--- config.mk ---
export PLATFORM = sky130hd
export DESIGN_NAME = chirp_capture_top
export DESIGN_NICKNAME = d
export VERILOG_FILES = /design/src/common/capture_pkg.sv /design/src/rtl/ctrl_word_decode.sv /design/src/rtl/dac_adc_loopback.sv /design/src/capture/capture_sequencer.sv /design/src/capture/capture_word_builder.sv /design/src/rtl/chirp_capture_top.sv
export VERILOG_INCLUDE_DIRS = /design/src /design/src/common
export SDC_FILE = /design/constraint.sdc
export NUM_CORES = 2
export LEC_CHECK = 0
export ABC_AREA = 1
export BUFFER_PORTS_ARGS = -buffer_cell sky130_fd_sc_hd__clkbuf_2
export CAP_MARGIN = 20
export CELL_PAD_IN_SITES_DETAIL_PLACEMENT = 1
export CELL_PAD_IN_SITES_GLOBAL_PLACEMENT = 1
export CORE_ASPECT_RATIO = 0.7
export CORE_MARGIN = 3
export CORE_UTILIZATION = 35
export DETAILED_ROUTE_END_ITERATION = 6
export GPL_ROUTABILITY_DRIVEN = 0
export PLACE_DENSITY = 0.73
export SYNTH_ARGS = -nofsm -noshare
export SYNTH_HDL_FRONTEND = slang
export SYNTH_SLANG_ARGS = --single-unit
--- constraint.sdc ---
create_clock -name clk_245_76MHz -period 1.4 [get_ports clk_245_76MHz]
set_input_delay 0.14 -clock clk_245_76MHz [delete_from_list [all_inputs] [get_ports clk_245_76MHz]]
set_output_delay 0.14 -clock clk_245_76MHz [all_outputs]
set_load 0.005 [all_outputs]
--- src/common/capture_params.svh ---
`ifndef CAPTURE_PARAMS_SVH
`define CAPTURE_PARAMS_SVH

// sample and word widths
`define SAMPLE_W        16
`define IQ_W            32
`define CAP_W           64

// simulated adc path length in sample clocks
`define LOOPBACK_DELAY  100

// latency window per dds source
`define DELAY_CHIRP     3
`define DELAY_WFRM      19
`define LAT_CNT_W       8

// control word field positions
`define ROUTE_L_LSB     0
`define ROUTE_U_LSB     4
`define SRC_LSB         8

`endif

--- src/common/capture_pkg.sv ---
`include "capture_params.svh"

package capture_pkg;

  // one signed converter sample
  typedef logic signed [`SAMPLE_W-1:0] sample_t;

  // i in upper half, q in lower half
  typedef logic [`IQ_W-1:0] iq_t;

  // sample count, global count, stamp fields
  typedef logic [31:0] count_t;

  // upper half then lower half
  typedef logic [`CAP_W-1:0] cap_word_t;

  typedef logic [31:0] ctrl_word_t;

  // source select for one half of the capture word
  typedef enum logic [1:0] {
    ROUTE_ADC        = 2'd0,
    ROUTE_DAC        = 2'd1,
    ROUTE_SAMPLE_CNT = 2'd2,
    ROUTE_GLOBAL_CNT = 2'd3
  } route_e;

endpackage

--- src/rtl/ctrl_word_decode.sv ---
`timescale 1ns/1ps

`include "capture_params.svh"

module ctrl_word_decode
  import capture_pkg::*;
(
  input  logic       clk_245_76MHz,
  input  logic       cpu_reset,
  input  ctrl_word_t chirp_control_word_i,
  output route_e     route_lower_o,
  output route_e     route_upper_o,
  output logic       wfrm_src_sel_o
);

  // raw two-bit fields straight from the control word
  logic [1:0] route_l_field;
  logic [1:0] route_u_field;
  logic [1:0] src_field;

  assign route_l_field = chirp_control_word_i[`ROUTE_L_LSB +: 2];
  assign route_u_field = chirp_control_word_i[`ROUTE_U_LSB +: 2];
  assign src_field     = chirp_control_word_i[`SRC_LSB +: 2];

  // one register stage, same as the capture path sees it
  always_ff @(posedge clk_245_76MHz) begin
    if (cpu_reset) begin
      route_lower_o  <= ROUTE_ADC;
      route_upper_o  <= ROUTE_ADC;
      wfrm_src_sel_o <= 1'b0;
    end else begin
      route_lower_o  <= route_e'(route_l_field);
      route_upper_o  <= route_e'(route_u_field);
      // waveform source only when both source bits set
      wfrm_src_sel_o <= &src_field;
    end
  end

  // decoded selects feed the word mux and the window length
  assert property (@(posedge clk_245_76MHz) disable iff (cpu_reset)
    !$isunknown({route_lower_o, route_upper_o, wfrm_src_sel_o}))
    else $error("ctrl_word_decode: X on decoded selects");

endmodule

--- src/rtl/dac_adc_loopback.sv ---
`timescale 1ns/1ps

`include "capture_params.svh"

module dac_adc_loopback
  import capture_pkg::*;
(
  input  logic clk_245_76MHz,
  input  logic cpu_reset,
  input  iq_t  dds_iq_i,
  output iq_t  dac_iq_o,
  output iq_t  adc_iq_o
);

  // dac side register, stands in for the converter board input stage
  iq_t dac_iq_q;

  // split halves for the per-sample shift
  sample_t dac_i;
  sample_t dac_q;
  iq_t     half_iq;

  // adc delay line, stage 0 is newest
  iq_t delay_q [`LOOPBACK_DELAY];

  always_ff @(posedge clk_245_76MHz) begin
    dac_iq_q <= dds_iq_i;
  end

  assign dac_i = dac_iq_q[`IQ_W-1 -: `SAMPLE_W];
  assign dac_q = dac_iq_q[`SAMPLE_W-1:0];

  // halve each sample, keep the sign
  assign half_iq = {dac_i >>> 1, dac_q >>> 1};

  // line reads zero until the first sample comes through
  always_ff @(posedge clk_245_76MHz) begin
    if (cpu_reset) begin
      for (int s = 0; s < `LOOPBACK_DELAY; s++) begin
        delay_q[s] <= '0;
      end
    end else begin
      delay_q[0] <= half_iq;
      for (int s = 1; s < `LOOPBACK_DELAY; s++) begin
        delay_q[s] <= delay_q[s-1];
      end
    end
  end

  assign dac_iq_o = dac_iq_q;
  // last stage holds the halved dac sample from LOOPBACK_DELAY clocks back
  assign adc_iq_o = delay_q[`LOOPBACK_DELAY-1];

endmodule

--- src/capture/capture_sequencer.sv ---
`timescale 1ns/1ps

`include "capture_params.svh"

module capture_sequencer
  import capture_pkg::*;
(
  input  logic   clk_245_76MHz,
  input  logic   cpu_reset,
  input  logic   adc_enable_i,
  input  logic   chirp_init_i,
  input  logic   wfrm_src_sel_i,
  output logic   cap_valid_o,
  output logic   cap_first_o,
  output logic   cap_last_o,
  output count_t sample_cnt_o,
  output count_t global_cnt_o
);

  // enable pipeline
  logic enable_r;
  logic enable_rr;

  // latency window
  logic [`LAT_CNT_W-1:0] lat_cnt;
  logic [`LAT_CNT_W-1:0] lat_load;
  logic                  lat_zero;
  logic                  enable_fall;

  logic   first_q;
  count_t sample_cnt;
  count_t global_cnt;

  // window length depends on which dds is feeding the dac
  assign lat_load = wfrm_src_sel_i ? `LAT_CNT_W'(`DELAY_WFRM) : `LAT_CNT_W'(`DELAY_CHIRP);
  assign lat_zero = (lat_cnt == '0);

  // enable_r still high, new sample low
  assign enable_fall = enable_r & ~adc_enable_i;

  always_ff @(posedge clk_245_76MHz) begin
    if (cpu_reset) begin
      enable_r  <= 1'b0;
      enable_rr <= 1'b0;
    end else begin
      enable_r <= adc_enable_i;
      // second stage frozen while the window drains
      if (lat_zero) begin
        enable_rr <= enable_r;
      end
    end
  end

  // reload on chirp start or on enable drop, else count down
  always_ff @(posedge clk_245_76MHz) begin
    if (cpu_reset) begin
      lat_cnt <= '0;
    end else if (chirp_init_i || enable_fall) begin
      lat_cnt <= lat_load;
    end else if (!lat_zero) begin
      lat_cnt <= lat_cnt - 1'b1;
    end
  end

  // frame opens when enable_rr is about to follow enable_r up
  always_ff @(posedge clk_245_76MHz) begin
    if (cpu_reset) begin
      first_q <= 1'b0;
    end else begin
      first_q <= lat_zero & enable_r & ~enable_rr;
    end
  end

  always_ff @(posedge clk_245_76MHz) begin
    if (cpu_reset) begin
      sample_cnt <= '0;
      global_cnt <= '0;
    end else begin
      global_cnt <= global_cnt + 1'b1;
      // counts words already sent, stamp shows words before it
      if (enable_rr) begin
        sample_cnt <= sample_cnt + 1'b1;
      end
    end
  end

  assign cap_valid_o  = enable_rr;
  assign cap_first_o  = first_q;
  // frame closes on the last drained cycle
  assign cap_last_o   = lat_zero & enable_rr & ~enable_r;
  assign sample_cnt_o = sample_cnt;
  assign global_cnt_o = global_cnt;

  // a frame cannot open and close on the same word
  assert property (@(posedge clk_245_76MHz) disable iff (cpu_reset)
    !(cap_first_o && cap_last_o))
    else $error("capture_sequencer: first and last together");

  // stamps only go out on valid words
  assert property (@(posedge clk_245_76MHz) disable iff (cpu_reset)
    (cap_first_o || cap_last_o) |-> cap_valid_o)
    else $error("capture_sequencer: frame flag without valid");

  assert property (@(posedge clk_245_76MHz) disable iff (cpu_reset)
    lat_cnt <= `LAT_CNT_W'(`DELAY_WFRM))
    else $error("capture_sequencer: latency counter out of range");

endmodule

--- src/capture/capture_word_builder.sv ---
`timescale 1ns/1ps

module capture_word_builder
  import capture_pkg::*;
(
  input  route_e    route_lower_i,
  input  route_e    route_upper_i,
  input  iq_t       adc_iq_i,
  input  iq_t       dac_iq_i,
  input  count_t    sample_cnt_i,
  input  count_t    global_cnt_i,
  input  logic      cap_valid_i,
  input  logic      cap_first_i,
  input  logic      cap_last_i,
  output cap_word_t cap_tdata_o,
  output logic      cap_tvalid_o,
  output logic      cap_tfirst_o,
  output logic      cap_tlast_o
);

  iq_t       half_lower;
  iq_t       half_upper;
  cap_word_t stamp_word;

  // same mux for both halves
  function automatic iq_t route_mux(input route_e sel, input iq_t adc_iq, input iq_t dac_iq,
                                    input count_t s_cnt, input count_t g_cnt);
    iq_t res;
    case (sel)
      ROUTE_ADC:        res = adc_iq;
      ROUTE_DAC:        res = dac_iq;
      ROUTE_SAMPLE_CNT: res = s_cnt;
      ROUTE_GLOBAL_CNT: res = g_cnt;
      default:          res = adc_iq;
    endcase
    return res;
  endfunction

  assign half_lower = route_mux(route_lower_i, adc_iq_i, dac_iq_i, sample_cnt_i, global_cnt_i);
  assign half_upper = route_mux(route_upper_i, adc_iq_i, dac_iq_i, sample_cnt_i, global_cnt_i);

  // stamp: global count on top, sample count below
  assign stamp_word = {global_cnt_i[31:0], sample_cnt_i};

  // frame edges carry the stamp instead of data
  assign cap_tdata_o  = (cap_first_i || cap_last_i) ? stamp_word : {half_upper, half_lower};
  assign cap_tvalid_o = cap_valid_i;
  assign cap_tfirst_o = cap_first_i;
  assign cap_tlast_o  = cap_last_i;

endmodule

--- src/rtl/chirp_capture_top.sv ---
`timescale 1ns/1ps

module chirp_capture_top
  import capture_pkg::*;
(
  input  logic       clk_245_76MHz,
  input  logic       cpu_reset,
  input  iq_t        dds_iq_i,
  input  ctrl_word_t chirp_control_word_i,
  input  logic       adc_enable_i,
  input  logic       chirp_init_i,
  output cap_word_t  cap_tdata_o,
  output logic       cap_tvalid_o,
  output logic       cap_tfirst_o,
  output logic       cap_tlast_o
);

  // decoded control
  route_e route_lower;
  route_e route_upper;
  logic   wfrm_src_sel;

  // converter stand-in
  iq_t dac_iq;
  iq_t adc_iq;

  // framing and counters
  logic   cap_valid;
  logic   cap_first;
  logic   cap_last;
  count_t sample_cnt;
  count_t global_cnt;

  ctrl_word_decode u_decode (
    .clk_245_76MHz        (clk_245_76MHz),
    .cpu_reset            (cpu_reset),
    .chirp_control_word_i (chirp_control_word_i),
    .route_lower_o        (route_lower),
    .route_upper_o        (route_upper),
    .wfrm_src_sel_o       (wfrm_src_sel)
  );

  dac_adc_loopback u_loopback (
    .clk_245_76MHz (clk_245_76MHz),
    .cpu_reset     (cpu_reset),
    .dds_iq_i      (dds_iq_i),
    .dac_iq_o      (dac_iq),
    .adc_iq_o      (adc_iq)
  );

  capture_sequencer u_execute (
    .clk_245_76MHz  (clk_245_76MHz),
    .cpu_reset      (cpu_reset),
    .adc_enable_i   (adc_enable_i),
    .chirp_init_i   (chirp_init_i),
    .wfrm_src_sel_i (wfrm_src_sel),
    .cap_valid_o    (cap_valid),
    .cap_first_o    (cap_first),
    .cap_last_o     (cap_last),
    .sample_cnt_o   (sample_cnt),
    .global_cnt_o   (global_cnt)
  );

  // combinational, no added latency on the capture outputs
  capture_word_builder u_result (
    .route_lower_i (route_lower),
    .route_upper_i (route_upper),
    .adc_iq_i      (adc_iq),
    .dac_iq_i      (dac_iq),
    .sample_cnt_i  (sample_cnt),
    .global_cnt_i  (global_cnt),
    .cap_valid_i   (cap_valid),
    .cap_first_i   (cap_first),
    .cap_last_i    (cap_last),
    .cap_tdata_o   (cap_tdata_o),
    .cap_tvalid_o  (cap_tvalid_o),
    .cap_tfirst_o  (cap_tfirst_o),
    .cap_tlast_o   (cap_tlast_o)
  );

endmodule

Word level (Yosys, flattened, before mapping)
Memories as Yosys holds them, arrays and structs flattened.
Cells that the tools add are included.
W data, S select, Z words.
{"block": "word_totals", "in_bits": 68, "ramBits": 3200, "n_memories": 1, "word_cells": 244, "register_bits": 112, "output_inout_bits": 67}
{"name": "u_loopback.delay_q", "depth": 100, "width": 32, "rd": 100, "rd_clocked_by_memory_dff": 0, "wr": 100, "line": "dac_adc_loopback.sv:24", "text": "iq_t delay_q [`LOOPBACK_DELAY];"}
{"block": "op_classes", "eq_ne": 7, "muxes": 109, "n_bitwise": 108, "add_sub_neg": 3, "reduce_logical": 6}
{"operator": "$mux W32", "n": 100}
{"operator": "$pmux W32 S4", "n": 2}
{"operator": "$or A1 B1 Y1", "n": 100}
{"operator": "$add A32 B1 Y32 const B", "n": 2}
{"operator": "$mux W64", "n": 1}
{"operator": "$mux W8", "n": 2}
{"operator": "$eq A2 B2 Y1 const B", "n": 4}
{"operator": "$logic_not A8 Y1", "n": 1}
{"operator": "$sub A8 B1 Y8 const B", "n": 1}
{"operator": "$and A1 B1 Y1", "n": 5}
{"operator": "$mux W5", "n": 1}
{"operator": "$eq A2 B1 Y1 const B", "n": 2}
{"operator": "$logic_not A2 Y1", "n": 2}
{"operator": "$mux W1", "n": 3}
{"operator": "$not A1 Y1", "n": 3}
{"operator": "$logic_or A1 B1 Y1", "n": 2}
{"operator": "$ne A2 B2 Y1 const B", "n": 1}
{"operator": "$reduce_and A2 Y1", "n": 1}

Depth between registers and ports, before layout
{"block": "depth", "depth_word": 5, "depth_mapped": 10, "depth_no_buf": 10}

Cells and area by module
From an unflattened synthesis, not the netlist that was laid out.
{"block": "unflattened", "hier_cells": 10639, "area_unflattened_um2": 94181.6}
{"module": "dac_adc_loopback", "area_per_inst_um2": 87214.9, "instances": 1, "seq_area_each_um2": 60698.2, "cells_each": 9398}
{"module": "capture_sequencer", "area_per_inst_um2": 3906.2, "instances": 1, "seq_area_each_um2": 1501.4, "cells_each": 592}
{"module": "capture_word_builder", "area_per_inst_um2": 2922.8, "instances": 1, "seq_area_each_um2": 0.0, "cells_each": 634}
{"module": "ctrl_word_decode", "area_per_inst_um2": 137.6, "instances": 1, "seq_area_each_um2": 100.1, "cells_each": 15}

Worst setup path before layout
No wires, ideal clock.
{"block": "synth_path", "kind": "register -> output", "from": "reg u_execute.lat_cnt[0]", "to": "out cap_tdata_o[24]", "setup_slack_ps": -146, "required_time_ps": 1260, "arrival_ps": 1406, "n_path_buf": 2, "stages_incl_launch_ff": 11, "cell_sequence": "dfxtp_1 > inv_1 > ha_1 > nand4_1 > nor2_4 > nand3_2 > nand2_2 > buf_6 > buf_6 > nand2_1 > o21ai_1"}
{"block": "synth_between", "elab_chain_len": 5}
{"item": "start, declared", "line": "capture_sequencer.sv:25", "text": "logic [`LAT_CNT_W-1:0] lat_cnt;"}
{"item": "start signal, assigned", "line": "capture_sequencer.sv:59", "text": "lat_cnt <= lat_load;"}
{"item": "start signal, assigned", "line": "capture_sequencer.sv:61", "text": "lat_cnt <= lat_cnt - 1'b1;"}
{"item": "$logic_not A8 Y1", "line": "capture_sequencer.sv:36", "text": "assign lat_zero = (lat_cnt == '0);"}
{"item": "$and A1 B1 Y1 (2 in series)", "line": "capture_sequencer.sv:90", "text": "assign cap_last_o = lat_zero & enable_rr & ~enable_r;"}
{"item": "$logic_or A1 B1 Y1", "line": "capture_word_builder.sv:46", "text": "assign cap_tdata_o = (cap_first_i || cap_last_i) ? stamp_word : {half_upper, half_lower};"}
{"item": "$mux W64", "line": "capture_word_builder.sv:46"}
{"item": "end, declared", "line": "chirp_capture_top.sv:12", "text": "output cap_word_t cap_tdata_o,"}
Every way passes these cells.

Final worst setup path
{"block": "layout_path", "from": "reg u_execute.lat_cnt[0]", "to": "out cap_tdata_o[60]"}
Same word-level chain as after synthesis.

==> results.py <==
metrics = {
    "worst_setup_path": {
        "reg2reg_depth": 11,
        "reg2reg_to": "u_execute.sample_cnt_o[8]$_SDFFE_PP0P_",
        "critPathRequiredTime_ns": 1.26,
        "cp.arrival_ns": 2.67,
        "reg2reg_from": "u_execute.sample_cnt_o[1]$_SDFFE_PP0P_",
        "criticalPathCategory": "reg2out",
        "worstPathMaxFanout": 8,
        "reg2reg_slack_ns": -0.27,
        "worst_setup_path_start_kind": "flop",
        "endpoint_kind": "output pin",
    },
    "cells_and_area": {
        "seq_area_um2": 62400,
        "final_cell_area_um2": 109000,
        "multiInputGateArea_um2": 16500,
        "fin_nets": 11000,
        "drive_above_1_share": 0.110,
        "final_cells": 14600,
        "areaGrowthSynthToFinish_pct": 20.2,
        "fill_cells": 29700,
    },
    "logic_synthesis": {
        "yosysWarnings": 0,
        "syn_inst": 10400,
        "mappedNetlistNets": 10500,
        "yosysUniqueCellTypes": 36,
        "synth-seq-cells": 3112,
        "avgSynthCellArea_um2": 8.72,
        "seq_area_frac_synth": 0.684,
        "netlist_area_um2": 91000,
    },
    "outcome": {
        "outcome": "complete, but fails checks",
        "failed_checks": "negative setup slack",
    },
    "routing": {
        "wl_per_cell_um": 13.3,
        "ant_nets": 0,
        "routed_wl_mm": 194,
        "vias": 59100,
        "firstDrtPassIters": 5,
        "drtIter0Drc": 2751,
        "vias_per_cell": 4.06,
        "drc": 0,
    },
    "global_routing": {
        "grt_pass1_vias": 63000,
        "antenna_found_initial": 7,
        "grt-ovfl-total": 0,
        "grt_max_degree": 87,
        "grt_usage": 0.141,
        "grt_pass1_wl_mm": 313,
    },
    "worst_hold_path": {
        "hold_end": "u_loopback.dac_iq_o[6]$_DFF_P_",
        "worstHoldStart": "dds_iq_i[6]",
        "hold_path_class": "in2reg",
        "whs_path_depth": 2,
    },
    "sta": {
        "finClkSkew_ns": 0.0543,
        "worstMarginPinSlew_ns": 0.567,
        "slew_violations": 0,
        "max_freq_ghz": 0.356,
        "hold_violations": 0,
        "setup_violations": 108,
        "rsz0062_at_grt": "true",
        "setup_slack_ns": -1.41,
        "hold_slack_ns": 0.0676,
        "finalCritPeriodShare": 2.00,
        "slew_headroom": 0.619,
        "layout_min_cycle_time_ns": 2.81,
    },
    "clock_network": {
        "clk_latency_ns": 0.83,
        "path_clk_slew_ns": 0.07,
        "cts_num_sinks": 3112,
        "cts_buffers": 278,
        "htreeDepth": 5,
        "ctsRootBufferMaster": "clkbuf_16",
        "clk_path_buf_depth": 4,
        "cts_tree": "done",
    },
    "floorplanning": {
        "dieWidth_um": 616,
        "initial_core_util": 0.355,
        "core_area_um2": 257000,
        "ioPinCount": 135,
        "dieArea_um2": 266000,
        "die_h_um": 433,
        "num_rows": 155,
    },
    "place": {
        "place_area_um2": 97600,
        "dp_cells": 14000,
        "portBuffers": 108,
        "dpl.hpwl_mm": 120,
    },
    "power_and_ir_drop": {
        "leakage_uw": 0.0422,
        "ir_drop_v": 0.000838,
        "power_density_nw_per_um2": 1550,
    },
    "run": {
        "cap_violations": 0,
    },
}
==> area by class of cell <==
type | instances | share of cell area
diodes | 9 | 0.000206
clock buffers | 404 | 0.0753
clock inverters | 72 | 0.00790
inverters | 3093 | 0.106
multi-input cells | 3853 | 0.150
flip-flops and latches | 3112 | 0.570
well taps | 3454 | 0.0395
repair buffers | 566 | 0.0500
==> worst max-delay path: stages, from the launching register on <==
cell	delay, ns
dfxtp_2	0.34
inv_4	0.07
ha_4	0.13
nand4_1	0.16
nor2_4	0.17
nand3_4	0.14
nand2_8	0.20
nand2_1	0.22
o21ai_4	0.19
buf_6	0.14
clkbuf_2	0.10
==> worst max-delay path by stage <==
stage / from / endpoint / slack [ns] / cells after the start
6_report: u_execute.lat_cnt[0]$_SDFFE_PP0P_ / cap_tdata_o[60] / -1.41 / 10
5_1_grt: u_decode.route_upper_o[1]$_SDFF_PP0_ / cap_tdata_o[46] / -1.52 / 8
3_5_place_dp: u_execute.lat_cnt[0]$_SDFFE_PP0P_ / cap_tdata_o[60] / -0.87 / 10
2_1_floorplan: u_execute.lat_cnt[0]$_SDFFE_PP0P_ / cap_tdata_o[24] / -0.07 / 10
3_3_place_gp: u_execute.lat_cnt[0]$_SDFFE_PP0P_ / cap_tdata_o[60] / -0.87 / 10
4_1_cts: u_execute.lat_cnt[1]$_SDFFE_PP0P_ / cap_tdata_o[33] / -1.40 / 11
==> power by group <==
part           switching, uW  internal, uW  total (uW)
Sequential               147         88700       88900
Combinational           2530          1310        3840
Clock                  32200         44200       76400
Total                  34900        134000      169000
==> repair_timing <==
action | 4_1_cts | 5_1_grt
pin swaps | 32 | 84
cloned | 4 | 5
endpoints found under the setup margin | 120 | 128
setup buffers | 22 | 29
gates resized for setup | 186 | 291
hold endpoints to repair | 579 | 0
hold buffers | 65 | 0
==> cell families after synthesis <==
group | Yosys count | synth area share
buffers and inverters | 3475 | 0.148
xor gates and xnor gates | 9 | 0.000866
AOI/OAI and AO/OA | 252 | 0.0154
adders and majority gates | 3 | 0.000412
DFF | 3112 | 0.684
and+or+nand+nor | 3586 | 0.150
==> cells in the mapped netlist <==
| cell type | number | area, um^2 |
|---|---|---|
| a211oi_1 | 1 | 7.51 |
| a21oi_1 | 101 | 505 |
| a31oi_1 | 1 | 6.26 |
| and3_1 | 1 | 6.26 |
| buf_2 | 307 | 1540 |
| buf_4 | 9 | 67.6 |
| buf_6 | 7 | 78.8 |
| clkbuf_1 | 58 | 218 |
| clkbuf_2 | 1 | 5.00 |
| clkinv_1 | 1 | 3.75 |
| dfxtp_1 | 3112 | 62300 |
| ha_1 | 3 | 37.5 |
| inv_1 | 3089 | 11600 |
| inv_2 | 3 | 11.3 |
| nand2_1 | 342 | 1280 |
| nand2_2 | 4 | 25.0 |
| nand3_1 | 47 | 235 |
| nand3_2 | 1 | 10.0 |
| nand3b_1 | 8 | 60.1 |
| nand4_1 | 12 | 75.1 |
| nor2_1 | 3136 | 11800 |
| nor2_2 | 7 | 43.8 |
| nor2_4 | 5 | 56.3 |
| nor3_1 | 19 | 95.1 |
| nor3_2 | 1 | 10.0 |
| nor3b_1 | 2 | 15.0 |
| nor4_1 | 1 | 6.26 |
| o2111a_1 | 2 | 22.5 |
| o211ai_1 | 40 | 300 |
| o21a_1 | 3 | 22.5 |
| o21ai_0 | 30 | 150 |
| o21ai_1 | 63 | 315 |
| o221ai_1 | 1 | 8.76 |
| o22ai_1 | 10 | 62.6 |
| xnor2_1 | 2 | 17.5 |
| xor2_1 | 7 | 61.3 |
==> sequential cells by signal, summed over array words and instances, names as in the netlist <==
register,flops
u_loopback.delay_q,3000
u_execute.lat_cnt,8
u_execute.global_cnt_o,32
u_decode.route_lower_o,2
u_decode.route_upper_o,2
u_loopback.dac_iq_o,32
u_execute.sample_cnt_o,32
u_execute.enable_r,1
u_decode.wfrm_src_sel_o,1
u_execute.cap_valid_o,1
u_execute.cap_first_o,1
==> metrics by stage <==
stage	TNS (ns)	util	power [uW]	worst slack [ns]
global placement	-42.53	0.380	94200	-0.869
floorplan	-4.07	-	92700	-0.0740
finish	-88.68	0.426	169000	-1.41
CTS	-86.96	0.421	171000	-1.40
detailed placement	-46.21	0.380	94300	-0.866
global route	-99.43	0.426	176000	-1.52
==> per-layer routing <==
layer	global-route usage	vias up	share of wire
met3	0.0242	550	0.040
met2	0.256	991	0.49
met1	0.161	28000	0.41
met4	0.0643	2	0.054
li1	-	29600	-
met5	0	-	0.000041
==> layout by cell type (no fill, tap or decap), types with 9 or more instances in the layout <==
| cell type | netlist | final |
|---|---|---|
| nand2_4 | 0 | 26 |
| o21ai_1 | 63 | 44 |
| a21oi_2 | 0 | 13 |
| dfxtp_4 | 0 | 11 |
| dfxtp_2 | 0 | 31 |
| inv_2 | 3 | 13 |
| nand3_1 | 47 | 30 |
| nand2_2 | 4 | 60 |
| o21ai_0 | 30 | 16 |
| nand2_1 | 342 | 258 |
| clkbuf_16 | 0 | 291 |
| nand4_1 | 12 | 12 |
| o21ai_2 | 0 | 21 |
| dfxtp_1 | 3112 | 3070 |
| o211ai_1 | 40 | 40 |
| nand3_2 | 1 | 14 |
| clkbuf_1 | 58 | 57 |
| inv_1 | 3089 | 3073 |
| nor3_2 | 1 | 9 |
| nor3_1 | 19 | 9 |
| buf_12 | 0 | 74 |
| bufinv_16 | 0 | 18 |
| a21oi_1 | 101 | 88 |
| o21ai_4 | 0 | 12 |
| buf_2 | 307 | 20 |
| diode_2 | 0 | 9 |
| clkinv_2 | 0 | 40 |
| dlygate4sd3_1 | 0 | 65 |
| nor2_4 | 5 | 41 |
| o22ai_1 | 10 | 10 |
| nor2_1 | 3136 | 3080 |
| nor2_2 | 7 | 27 |
| buf_4 | 9 | 265 |
| clkbuf_8 | 0 | 61 |
| clkbuf_2 | 1 | 73 |
| buf_6 | 7 | 58 |
Note: power is estimated with default switching activity, not from simulation.
